--- src/loader_cfg.svh ---
`ifndef LOADER_CFG_SVH
`define LOADER_CFG_SVH

// ==========================================================================
// Download stream geometry
// ==========================================================================

`define LDR_ADDR_W 25
`define LDR_DATA_W 16

// Size word of each header layout, 512-byte copier header included
// RAM size lives in the word two bytes above
`define LDR_HDR_LOROM   'h81D6
`define LDR_HDR_HIROM   'h101D6
`define LDR_HDR_EXHIROM 'h4101D6

// ROM size code for auto mode with an empty first byte
`define LDR_DEFAULT_ROM_SIZE 12

// ==========================================================================
// Work RAM and cheat path
// ==========================================================================

`define LDR_WRAM_ADDR_W 17

`define LDR_CODE_WORDS 8

`define LDR_QUEUE_DEPTH 4

// Slots on the consumer side
`define LDR_CREDITS 2

`endif

--- src/loader_pkg.sv ---
`include "loader_cfg.svh"

package loader_pkg;

	// What the host is currently sending
	typedef enum logic [7:0] {
		DL_NONE = 8'd0,
		DL_CART = 8'd1,
		DL_CODE = 8'd2
	} dl_kind_t;

	typedef logic [`LDR_DATA_W-1:0] dl_word_t;

	typedef logic [`LDR_ADDR_W-1:0] dl_addr_t;

	// Header layout chosen from the menu
	typedef enum logic [2:0] {
		HDR_AUTO    = 3'd0,
		HDR_NONE    = 3'd1,
		HDR_LOROM   = 3'd2,
		HDR_HIROM   = 3'd3,
		HDR_EXHIROM = 3'd4
	} header_mode_t;

endpackage

--- src/cart_pkg.sv ---
`include "loader_cfg.svh"

package cart_pkg;

	import loader_pkg::*;

	// ======================================================================
	// Cartridge result as seen by the core
	// ======================================================================

	typedef struct packed {
		logic [7:0]  rom_type;
		logic [23:0] rom_mask;
		logic [23:0] ram_mask;
		logic        pal;
	} cart_info_t;

	// ======================================================================
	// Cheat code
	// ======================================================================

	// Field view, each field big endian as delivered by the host tool
	typedef struct packed {
		logic [31:0] flags;
		logic [31:0] address;
		logic [31:0] compare;
		logic [31:0] replace;
	} cheat_fields_t;

	// Assembler fills words, consumer decodes fields
	typedef union packed {
		dl_word_t [`LDR_CODE_WORDS-1:0] words;
		cheat_fields_t                  f;
	} cheat_code_t;

	// ======================================================================
	// Power-on work RAM content
	// ======================================================================

	typedef enum logic [1:0] {
		WRAM_9966 = 2'd0,
		WRAM_00FF = 2'd1,
		WRAM_55   = 2'd2,
		WRAM_FF   = 2'd3
	} wram_init_t;

endpackage

--- src/dl_if.sv ---
`timescale 1ns/1ps

interface dl_if import loader_pkg::*; ();

	// One word per beat, no stall
	logic     beat;
	dl_kind_t kind;
	dl_addr_t addr;
	dl_word_t data;

	// Cartridge download edges
	logic     cart_start;
	logic     cart_end;

	modport src (
		output beat, kind, addr, data, cart_start, cart_end
	);

	modport dst (
		input beat, kind, addr, data, cart_start, cart_end
	);

endinterface

--- src/cart_loader_top.sv ---
`timescale 1ns/1ps
`include "loader_cfg.svh"

module cart_loader_top import loader_pkg::*, cart_pkg::*; (
	input  logic                                  clk_sys,
	input  logic                                  RESET,
	input  logic                                  dl_active,
	input  logic [7:0]                            dl_index,
	input  logic [`LDR_ADDR_W-1:0]                dl_addr,
	input  logic [`LDR_DATA_W-1:0]                dl_data,
	input  logic                                  dl_wr,
	input  logic [2:0]                            header_mode,
	input  logic [1:0]                            region_sel,
	input  logic [1:0]                            wram_init,
	input  logic                                  code_credit,
	output logic [7:0]                            rom_type,
	output logic [23:0]                           rom_mask,
	output logic [23:0]                           ram_mask,
	output logic                                  pal,
	output logic                                  cart_ready,
	output logic                                  clearing,
	output logic [`LDR_WRAM_ADDR_W-1:0]           fill_addr,
	output logic [7:0]                            fill_data,
	output logic                                  fill_we,
	output logic                                  code_valid,
	output logic [`LDR_CODE_WORDS*`LDR_DATA_W-1:0] code_word,
	output logic                                  codes_clear
);

	dl_if        dl ();
	cart_info_t  info;
	cheat_code_t code_asm;
	cheat_code_t code_out;
	logic        code_done;

	// ======================================================================
	// Input side
	// ======================================================================

	download_decoder u_decoder (
		.clk_sys   (clk_sys),
		.RESET     (RESET),
		.dl_active (dl_active),
		.dl_index  (dl_index),
		.dl_addr   (dl_addr),
		.dl_data   (dl_data),
		.dl_wr     (dl_wr),
		.dl        (dl.src)
	);

	// ======================================================================
	// Header and cheat processing
	// ======================================================================

	rom_header_parser u_parser (
		.clk_sys     (clk_sys),
		.RESET       (RESET),
		.dl          (dl.dst),
		.header_mode (header_mode_t'(header_mode)),
		.region_sel  (region_sel),
		.info        (info),
		.cart_ready  (cart_ready)
	);

	cheat_code_assembler u_assembler (
		.clk_sys     (clk_sys),
		.RESET       (RESET),
		.dl          (dl.dst),
		.code        (code_asm),
		.code_done   (code_done),
		.codes_clear (codes_clear)
	);

	// ======================================================================
	// Output side
	// ======================================================================

	// Sweep starts with every cartridge download
	wram_clear_engine u_clear (
		.clk_sys   (clk_sys),
		.RESET     (RESET),
		.start     (dl.cart_start),
		.wram_init (wram_init_t'(wram_init)),
		.clearing  (clearing),
		.fill_addr (fill_addr),
		.fill_data (fill_data),
		.fill_we   (fill_we)
	);

	cheat_code_queue u_queue (
		.clk_sys     (clk_sys),
		.RESET       (RESET),
		.code        (code_asm),
		.code_done   (code_done),
		.code_valid  (code_valid),
		.code_word   (code_out),
		.code_credit (code_credit)
	);

	assign rom_type  = info.rom_type;
	assign rom_mask  = info.rom_mask;
	assign ram_mask  = info.ram_mask;
	assign pal       = info.pal;
	assign code_word = code_out;

endmodule

--- src/cheat_code_assembler.sv ---
`timescale 1ns/1ps
`include "loader_cfg.svh"

module cheat_code_assembler import loader_pkg::*, cart_pkg::*; (
	input  logic        clk_sys,
	input  logic        RESET,
	dl_if.dst           dl,
	output cheat_code_t code,
	output logic        code_done,
	output logic        codes_clear
);

	// Byte offset of the last word in a code
	localparam logic [3:0] LAST_OFF = 4'((`LDR_CODE_WORDS - 1) * 2);

	logic       code_beat;
	logic [2:0] slot;

	assign code_beat = dl.beat && (dl.kind == DL_CODE);

	// Low word of each field comes first, fields from flags down to replace
	// Offset 0 lands in word 6, offset 2 in word 7, offset 14 in word 1
	assign slot = {~dl.addr[3], ~dl.addr[2], dl.addr[1]};

	always_ff @(posedge clk_sys) begin
		if (code_beat)
			code.words[slot] <= dl.data;
	end

	always_ff @(posedge clk_sys) begin
		if (RESET) begin
			code_done   <= 1'b0;
			codes_clear <= 1'b0;
		end else begin
			code_done   <= code_beat && (dl.addr[3:0] == LAST_OFF);
			// New cartridge or a fresh cheat list drops the old codes
			codes_clear <= dl.cart_start || (code_beat && dl.addr == '0);
		end
	end

endmodule

--- src/cheat_code_queue.sv ---
`timescale 1ns/1ps
`include "loader_cfg.svh"

module cheat_code_queue import cart_pkg::*; (
	input  logic        clk_sys,
	input  logic        RESET,
	input  cheat_code_t code,
	input  logic        code_done,
	output logic        code_valid,
	output cheat_code_t code_word,
	input  logic        code_credit
);

	localparam int DEPTH   = `LDR_QUEUE_DEPTH;
	localparam int CREDITS = `LDR_CREDITS;
	localparam int PTR_W   = $clog2(DEPTH);
	localparam int CNT_W   = $clog2(DEPTH + 1);
	localparam int CRD_W   = $clog2(CREDITS + 1);

	cheat_code_t      mem [DEPTH];
	logic [PTR_W-1:0] wr_ptr;
	logic [PTR_W-1:0] rd_ptr;
	logic [CNT_W-1:0] count;
	logic [CRD_W-1:0] credits;
	logic             full;
	logic             push;
	logic             pop;

	function automatic logic [PTR_W-1:0] ptr_inc(input logic [PTR_W-1:0] p);
		return (p == PTR_W'(DEPTH - 1)) ? '0 : p + 1'b1;
	endfunction

	assign full = (count == CNT_W'(DEPTH));

	// Send whenever a code waits and the consumer has room
	assign pop        = (count != '0) && (credits != '0);
	assign push       = code_done && (!full || pop);
	assign code_valid = pop;
	assign code_word  = mem[rd_ptr];

	always_ff @(posedge clk_sys) begin
		if (push)
			mem[wr_ptr] <= code;
	end

	// ======================================================================
	// Pointers and credit count
	// ======================================================================

	always_ff @(posedge clk_sys) begin
		if (RESET) begin
			wr_ptr  <= '0;
			rd_ptr  <= '0;
			count   <= '0;
			credits <= CRD_W'(CREDITS);
		end else begin
			if (push)
				wr_ptr <= ptr_inc(wr_ptr);
			if (pop)
				rd_ptr <= ptr_inc(rd_ptr);
			case ({push, pop})
				2'b10:   count <= count + 1'b1;
				2'b01:   count <= count - 1'b1;
				default: count <= count;
			endcase
			credits <= credits + CRD_W'(code_credit) - CRD_W'(pop);
		end
	end

	// More codes than entries while the consumer holds back
	a_no_overflow: assert property (@(posedge clk_sys) disable iff (RESET)
		code_done |-> !full || pop);

	// A returned credit must belong to a code that was sent
	a_credit_bound: assert property (@(posedge clk_sys) disable iff (RESET)
		code_credit && !pop |-> credits < CRD_W'(CREDITS));

endmodule

--- src/download_decoder.sv ---
`timescale 1ns/1ps

module download_decoder import loader_pkg::*; (
	input  logic     clk_sys,
	input  logic     RESET,
	input  logic     dl_active,
	input  logic [7:0] dl_index,
	input  dl_addr_t dl_addr,
	input  dl_word_t dl_data,
	input  logic     dl_wr,
	dl_if.src        dl
);

	logic     cart_now;
	logic     cart_q;
	dl_kind_t kind_next;

	assign cart_now = dl_active && (dl_index == 8'd0);

	// Index 0 is the cartridge image, 255 the cheat list
	always_comb begin
		kind_next = DL_NONE;
		if (dl_active) begin
			if (dl_index == 8'd0)
				kind_next = DL_CART;
			else if (dl_index == 8'hFF)
				kind_next = DL_CODE;
		end
	end

	// Word and address ride along with the beat
	always_ff @(posedge clk_sys) begin
		dl.addr <= dl_addr;
		dl.data <= dl_data;
	end

	always_ff @(posedge clk_sys) begin
		if (RESET) begin
			dl.beat       <= 1'b0;
			dl.kind       <= DL_NONE;
			cart_q        <= 1'b0;
			dl.cart_start <= 1'b0;
			dl.cart_end   <= 1'b0;
		end else begin
			dl.beat       <= dl_wr && dl_active;
			dl.kind       <= kind_next;
			cart_q        <= cart_now;
			// Edge detect on the cartridge download window
			dl.cart_start <= cart_now && !cart_q;
			dl.cart_end   <= !cart_now && cart_q;
		end
	end

endmodule

--- src/rom_header_parser.sv ---
`timescale 1ns/1ps
`include "loader_cfg.svh"

module rom_header_parser import loader_pkg::*, cart_pkg::*; (
	input  logic         clk_sys,
	input  logic         RESET,
	dl_if.dst            dl,
	input  header_mode_t header_mode,
	input  logic [1:0]   region_sel,
	output cart_info_t   info,
	output logic         cart_ready
);

	logic [3:0]  rom_size;
	logic [3:0]  ram_size;
	logic [7:0]  rom_type;
	logic        region;
	logic        busy;
	logic        hdr_beat;
	logic        layout;
	dl_addr_t    size_addr;
	dl_addr_t    ram_addr;
	logic [23:0] rom_mask_calc;
	logic [23:0] ram_mask_calc;

	assign hdr_beat = dl.beat && (dl.kind == DL_CART);

	// Where the size bytes sit for the selected layout
	always_comb begin
		layout    = 1'b1;
		size_addr = '0;
		case (header_mode)
			HDR_LOROM:   size_addr = dl_addr_t'(`LDR_HDR_LOROM);
			HDR_HIROM:   size_addr = dl_addr_t'(`LDR_HDR_HIROM);
			HDR_EXHIROM: size_addr = dl_addr_t'(`LDR_HDR_EXHIROM);
			default:     layout = 1'b0;
		endcase
	end

	assign ram_addr = size_addr + dl_addr_t'(2);

	// Size codes count in 1 KB steps
	assign rom_mask_calc = (24'd1024 << rom_size) - 24'd1;
	assign ram_mask_calc = (ram_size != 4'd0) ? (24'd1024 << ram_size) - 24'd1 : 24'd0;

	// ======================================================================
	// Header capture
	// ======================================================================

	always_ff @(posedge clk_sys) begin
		if (hdr_beat) begin
			if (dl.addr == '0) begin
				rom_size <= 4'(`LDR_DEFAULT_ROM_SIZE);
				ram_size <= 4'd0;
				// Auto mode trusts the first byte when it is set
				if (header_mode == HDR_AUTO && dl.data[7:0] != 8'd0)
					{ram_size, rom_size} <= dl.data[7:0];
				case (header_mode)
					HDR_NONE, HDR_LOROM: rom_type <= 8'd0;
					HDR_HIROM:           rom_type <= 8'd1;
					HDR_EXHIROM:         rom_type <= 8'd2;
					default:             rom_type <= dl.data[15:8];
				endcase
			end
			if (layout && dl.addr == size_addr)
				rom_size <= dl.data[11:8];
			if (layout && dl.addr == ram_addr)
				ram_size <= dl.data[3:0];
		end
	end

	// ======================================================================
	// Result and region
	// ======================================================================

	always_ff @(posedge clk_sys) begin
		if (RESET) begin
			busy       <= 1'b0;
			region     <= 1'b0;
			cart_ready <= 1'b0;
			info       <= '0;
		end else begin
			cart_ready <= dl.cart_end;
			if (dl.cart_start)
				busy <= 1'b1;
			else if (dl.cart_end)
				busy <= 1'b0;
			if (hdr_beat && dl.addr == dl_addr_t'(2))
				region <= dl.data[8];
			if (dl.cart_end) begin
				info.rom_type <= rom_type;
				info.rom_mask <= rom_mask_calc;
				info.ram_mask <= ram_mask_calc;
			end
			// Menu overrides the header unless left on auto
			if (!busy && !dl.cart_start)
				info.pal <= (region_sel == 2'd0) ? region : region_sel[1];
		end
	end

endmodule

--- src/wram_clear_engine.sv ---
`timescale 1ns/1ps
`include "loader_cfg.svh"

module wram_clear_engine import cart_pkg::*; #(
	parameter int ADDR_W = `LDR_WRAM_ADDR_W
) (
	input  logic              clk_sys,
	input  logic              RESET,
	input  logic              start,
	input  wram_init_t        wram_init,
	output logic              clearing,
	output logic [ADDR_W-1:0] fill_addr,
	output logic [7:0]        fill_data,
	output logic              fill_we
);

	logic [ADDR_W-1:0] cnt;

	always_ff @(posedge clk_sys) begin
		if (RESET) begin
			clearing <= 1'b0;
			cnt      <= '0;
		end else if (start) begin
			clearing <= 1'b1;
			cnt      <= '0;
		end else if (clearing) begin
			cnt <= cnt + 1'b1;
			// Last address written this cycle
			if (&cnt)
				clearing <= 1'b0;
		end
	end

	assign fill_addr = cnt;
	assign fill_we   = clearing;

	// Patterns of the different console revisions
	always_comb begin
		case (wram_init)
			WRAM_9966: fill_data = (cnt[8] ^ cnt[2]) ? 8'h66 : 8'h99;
			WRAM_00FF: fill_data = (cnt[9] ^ cnt[0]) ? 8'hFF : 8'h00;
			WRAM_55:   fill_data = 8'h55;
			default:   fill_data = 8'hFF;
		endcase
	end

endmodule
--- config.mk ---
export PLATFORM = sky130hd
export DESIGN_NAME = cart_loader_top
export DESIGN_NICKNAME = d
export VERILOG_FILES = /design/src/loader_pkg.sv /design/src/cart_pkg.sv /design/src/dl_if.sv /design/src/cart_loader_top.sv /design/src/cheat_code_assembler.sv /design/src/cheat_code_queue.sv /design/src/download_decoder.sv /design/src/rom_header_parser.sv /design/src/wram_clear_engine.sv
export VERILOG_INCLUDE_DIRS = /design/src
export SDC_FILE = /design/constraint.sdc
export NUM_CORES = 1
export LEC_CHECK = 0
export ABC_AREA = 1
export BUFFER_PORTS_ARGS = -buffer_cell sky130_fd_sc_hd__buf_2
export CAP_MARGIN = 20
export CORE_ASPECT_RATIO = 1.1
export CORE_UTILIZATION = 45
export DETAILED_ROUTE_END_ITERATION = 8
export SYNTH_ARGS = -nofsm -noshare
export SYNTH_HDL_FRONTEND = slang
export SYNTH_HIERARCHICAL = 1
export SYNTH_SLANG_ARGS = --single-unit
--- constraint.sdc ---
create_clock -name clk_sys -period 8.9 [get_ports clk_sys]
set_input_delay 0 -clock clk_sys [delete_from_list [all_inputs] [get_ports clk_sys]]
set_output_delay 0 -clock clk_sys [all_outputs]
set_load 0.01 [all_outputs]
==> impl_metrics.csv <==
group,metric,value,unit
floorplanning,rows,97,
clock_tree,cts_buffers,78,
critical_path,start_kind,"register",
placed_design,gp_congestion,0.848,
critical_path,endpoint_kind,"output pin",
yosys,synth.distinct_cells,49,
pwr,power.leakage,12.6,nW
outcome,status,"finished clean",
yosys,yosysWarnings,6,
critical_path,critical_path.endpoint,"code_word[73]",
floorplanning,io_pins,276,
grt,grt_max_degree,149,
placed_design,hpwl,40.5,mm
clock_tree,clk_latency,0.61,ns
yosys,synth-edff-count,656,
floorplanning,start_util,0.458,
grt,grt_pass1_wl,110,mm
clock_tree,cts_sinks,776,
pwr,power_density,221,mW/mm²
critical_path,worstSetupPathType,"register to output pin",
placed_design,portBuffers,275,
cells_and_area,utilization,0.545,
critical_path,cp_max_fo,92,
flow_run,drv_cap,0,
floorplanning,die-height,270,µm
clock_tree,ctsRootBufferMaster,"clkbuf_16",
clock_tree,clock_path_buffers,3,
clock_tree,cts_tree,"done",
detailed_routing,postRouteAntennaNets,0,
critical_path,r2r_setup_slack,5.45,ns
floorplanning,core,0.0641,mm²
clock_tree,clk_pin_slew,0.06,ns
sta,worst_pin_slew,1.16,ns
yosys,yosysTopAreaCellShare,0.672,
critical_path,worst_path_max_delay_cell,"buf_4",
yosys,ys_ff_latch,776,
critical_path,crit_required,8.90,ns
yosys,syn_inst,2161,
sta,finalCritPeriodShare,0.457,
floorplanning,dieWidth,245,µm
min_path,hold_class,"primary input to register",
sta,setup_violations,0,
sta,fmax,0.246,GHz
sta,slew_headroom,0.223,
critical_path,path_cells,"buf_4, buf_4, buf_16, o21ai_0, o22ai_1, buf_2",
sta,layout_min_cycle_time,4.07,ns
clock_tree,cts_setup_buffers,0,
grt,grtUsageTotal,0.221,
critical_path,critPathArrivalTime,4.07,ns
cells_and_area,area_delta_synth_final,19.0,%
detailed_routing,via_per_inst,5.35,
grt,first_global_vias,18253,
detailed_routing,vias,18297,
yosys,yosysSeqAreaShare,0.754,
sta,finalHoldViolations,0,
detailed_routing,drt_iter0_drc,1624,
yosys,synth_area,0.0293,mm²
cells_and_area,drive_gt1_frac,0.214,
critical_path,reg2reg_depth,6,
detailed_routing,wl,73.5,mm
sta,timing.setup.tns,0,ns
sta,slew_violations,0,
sta,finClkSkew,0.0210,ns
grt,grt.overflow.total,0,
yosys,async_reset_ff_frac,0,
detailed_routing,post_drt_wl_per_cell,21.5,µm
cells_and_area,final_common_cell,"edfxtp_1",
critical_path,r2r_start,"u_queue/count[0]$_SDFFE_PP0P_",
critical_path,slowest_delay,0.92,ns
grt,antenna_found_initial,4,
detailed_routing,firstDrtPassIters,5,
cells_and_area,num-nets-final,2592,
yosys,synthTopCellsByArea,"edfxtp_1 (67%), dfxtp_1 (8.2%), nor2_1 (4.7%), o21ai_0 (2.8%), o21ai_1 (2.2%)",
min_path,hold_path_depth,2,
cells_and_area,final_cell_mix,"edfxtp_1 (656), nor2_1 (360), buf_2 (275)",
pwr,ir_worst_vdd,0.134,mV
yosys,netlist.top_cell.by_area,"edfxtp_1",
critical_path,critical_path.most_common_cell,"buf_4",
critical_path,r2r_end,"u_queue/mem[3][37]$_DFFE_PP_",
clock_tree,cts_htree_levels,3,
detailed_routing,drc_errors,0,
sta,rsz0062_at_grt,"false",
yosys,avgSynthCellArea,13.6,µm²
yosys,ys.flop_type,"edfxtp_1",
floorplanning,die-area,0.0662,mm²
[synth_stat cells, types with 4 or more instances]
cell type	number
edfxtp_1	656
nor2_1	367
o21ai_0	163
nand2_1	138
o21ai_1	126
dfxtp_1	120
inv_1	96
o22ai_1	88
nor2_2	49
a21oi_1	43
buf_4	40
nand3_1	40
o22ai_2	40
clkbuf_1	35
buf_2	27
nand4_1	22
buf_6	16
nor3_1	15
ha_1	10
nor2_4	7
inv_2	6
nand2_2	6
nand3b_1	6
buf_12	5
nand3_2	4
o211ai_1	4
xnor2_1	4
[power breakdown]
group / switching, W / total [W] / internal, W
sequential: 0.0000408 / 0.00395 / 0.00391
combinational: 0.000255 / 0.000407 / 0.000151
clock: 0.00133 / 0.00336 / 0.00203
total: 0.00163 / 0.00772 / 0.00609
[layout make-up]
class | instances | area (µm²)
Tap cell | 841 | 1050
Clock inverter | 32 | 415
Clock buffer | 108 | 2210
Multi-Input combinational cell | 1161 | 6040
Sequential cell | 776 | 22100
Inverter | 104 | 400
Fill cell | 5279 | 29200
Timing Repair Buffer | 399 | 2670
Antenna cell | 1 | 2.50
[sequential cells by signal, indices dropped and copies added (netlist names), 4 cells and up, named ones only]
register / count
u_queue/mem: 512
u_assembler/code: 128
u_parser/info: 39
u_decoder/dl.addr: 25
u_clear/fill_addr: 17
u_decoder/dl.data: 16
u_parser/rom_type: 8
u_parser/ram_size: 4
u_parser/rom_size: 4
[layer usage]
layer,track usage,up-vias,routed length (µm),share of wire
met5,0,-,0,0
met4,0.0633,0,1370,0.019
met3,0.0367,95,4430,0.060
met2,0.369,599,36600,0.50
met1,0.297,9113,31100,0.42
li1,-,8490,-,-
[worst min path at each step]
stage                 from                             to  slack [ns]
3_3_place_gp    dl_data[5]   u_decoder/dl.data[5]$_DFF_P_        0.10
2_1_floorplan   dl_addr[0]   u_decoder/dl.addr[0]$_DFF_P_        0.03
6_report        dl_addr[2]   u_decoder/dl.addr[2]$_DFF_P_        0.05
3_5_place_dp   dl_addr[13]  u_decoder/dl.addr[13]$_DFF_P_        0.10
5_1_grt         dl_addr[2]   u_decoder/dl.addr[2]$_DFF_P_        0.02
4_1_cts        dl_addr[15]  u_decoder/dl.addr[15]$_DFF_P_       0.001
[per-stage QoR]
stage	hold WS [ns]	area (µm²)	setup slack [ns]	cells	total power (W)
final	0.0452	34900	4.83	3422	0.00772
after global placement	0.102	31200	5.29	3181	0.00439
after detailed placement	0.104	31200	5.17	3184	0.00440
after global routing	0.0229	34900	4.71	3421	0.00796
after CTS	0.00118	34800	4.50	3418	0.00779
after floorplan	0.0277	29300	2.25	2166	0.00424
[repair_timing]
| item | CTS | global route |
|---|---|---|
| resized for setup | 0 | 0 |
| hold buffers | 94 | 0 |
| hold endpoints to repair | 68 | 0 |
[critical path, delay by kind of cell, from the launching register on]
family / cells / cell delay, ns
buffers and inverters: 4 / 1.81
flip-flops: 1 / 0.88
AO/OA/AOI/OAI: 2 / 0.51
[kinds of logic after synthesis]
group / count (synthesis) / synth area share
other: 1 / 0.000128
XOR/XNOR: 5 / 0.00149
AO/OA/AOI/OAI: 473 / 0.0969
flip-flops: 776 / 0.754
AND/OR/NAND/NOR: 666 / 0.0998
adder cells (fa/ha/maj): 11 / 0.00495
buffers and inverters: 229 / 0.0429
No activity file was read; power rests on OpenSTA's default activity.
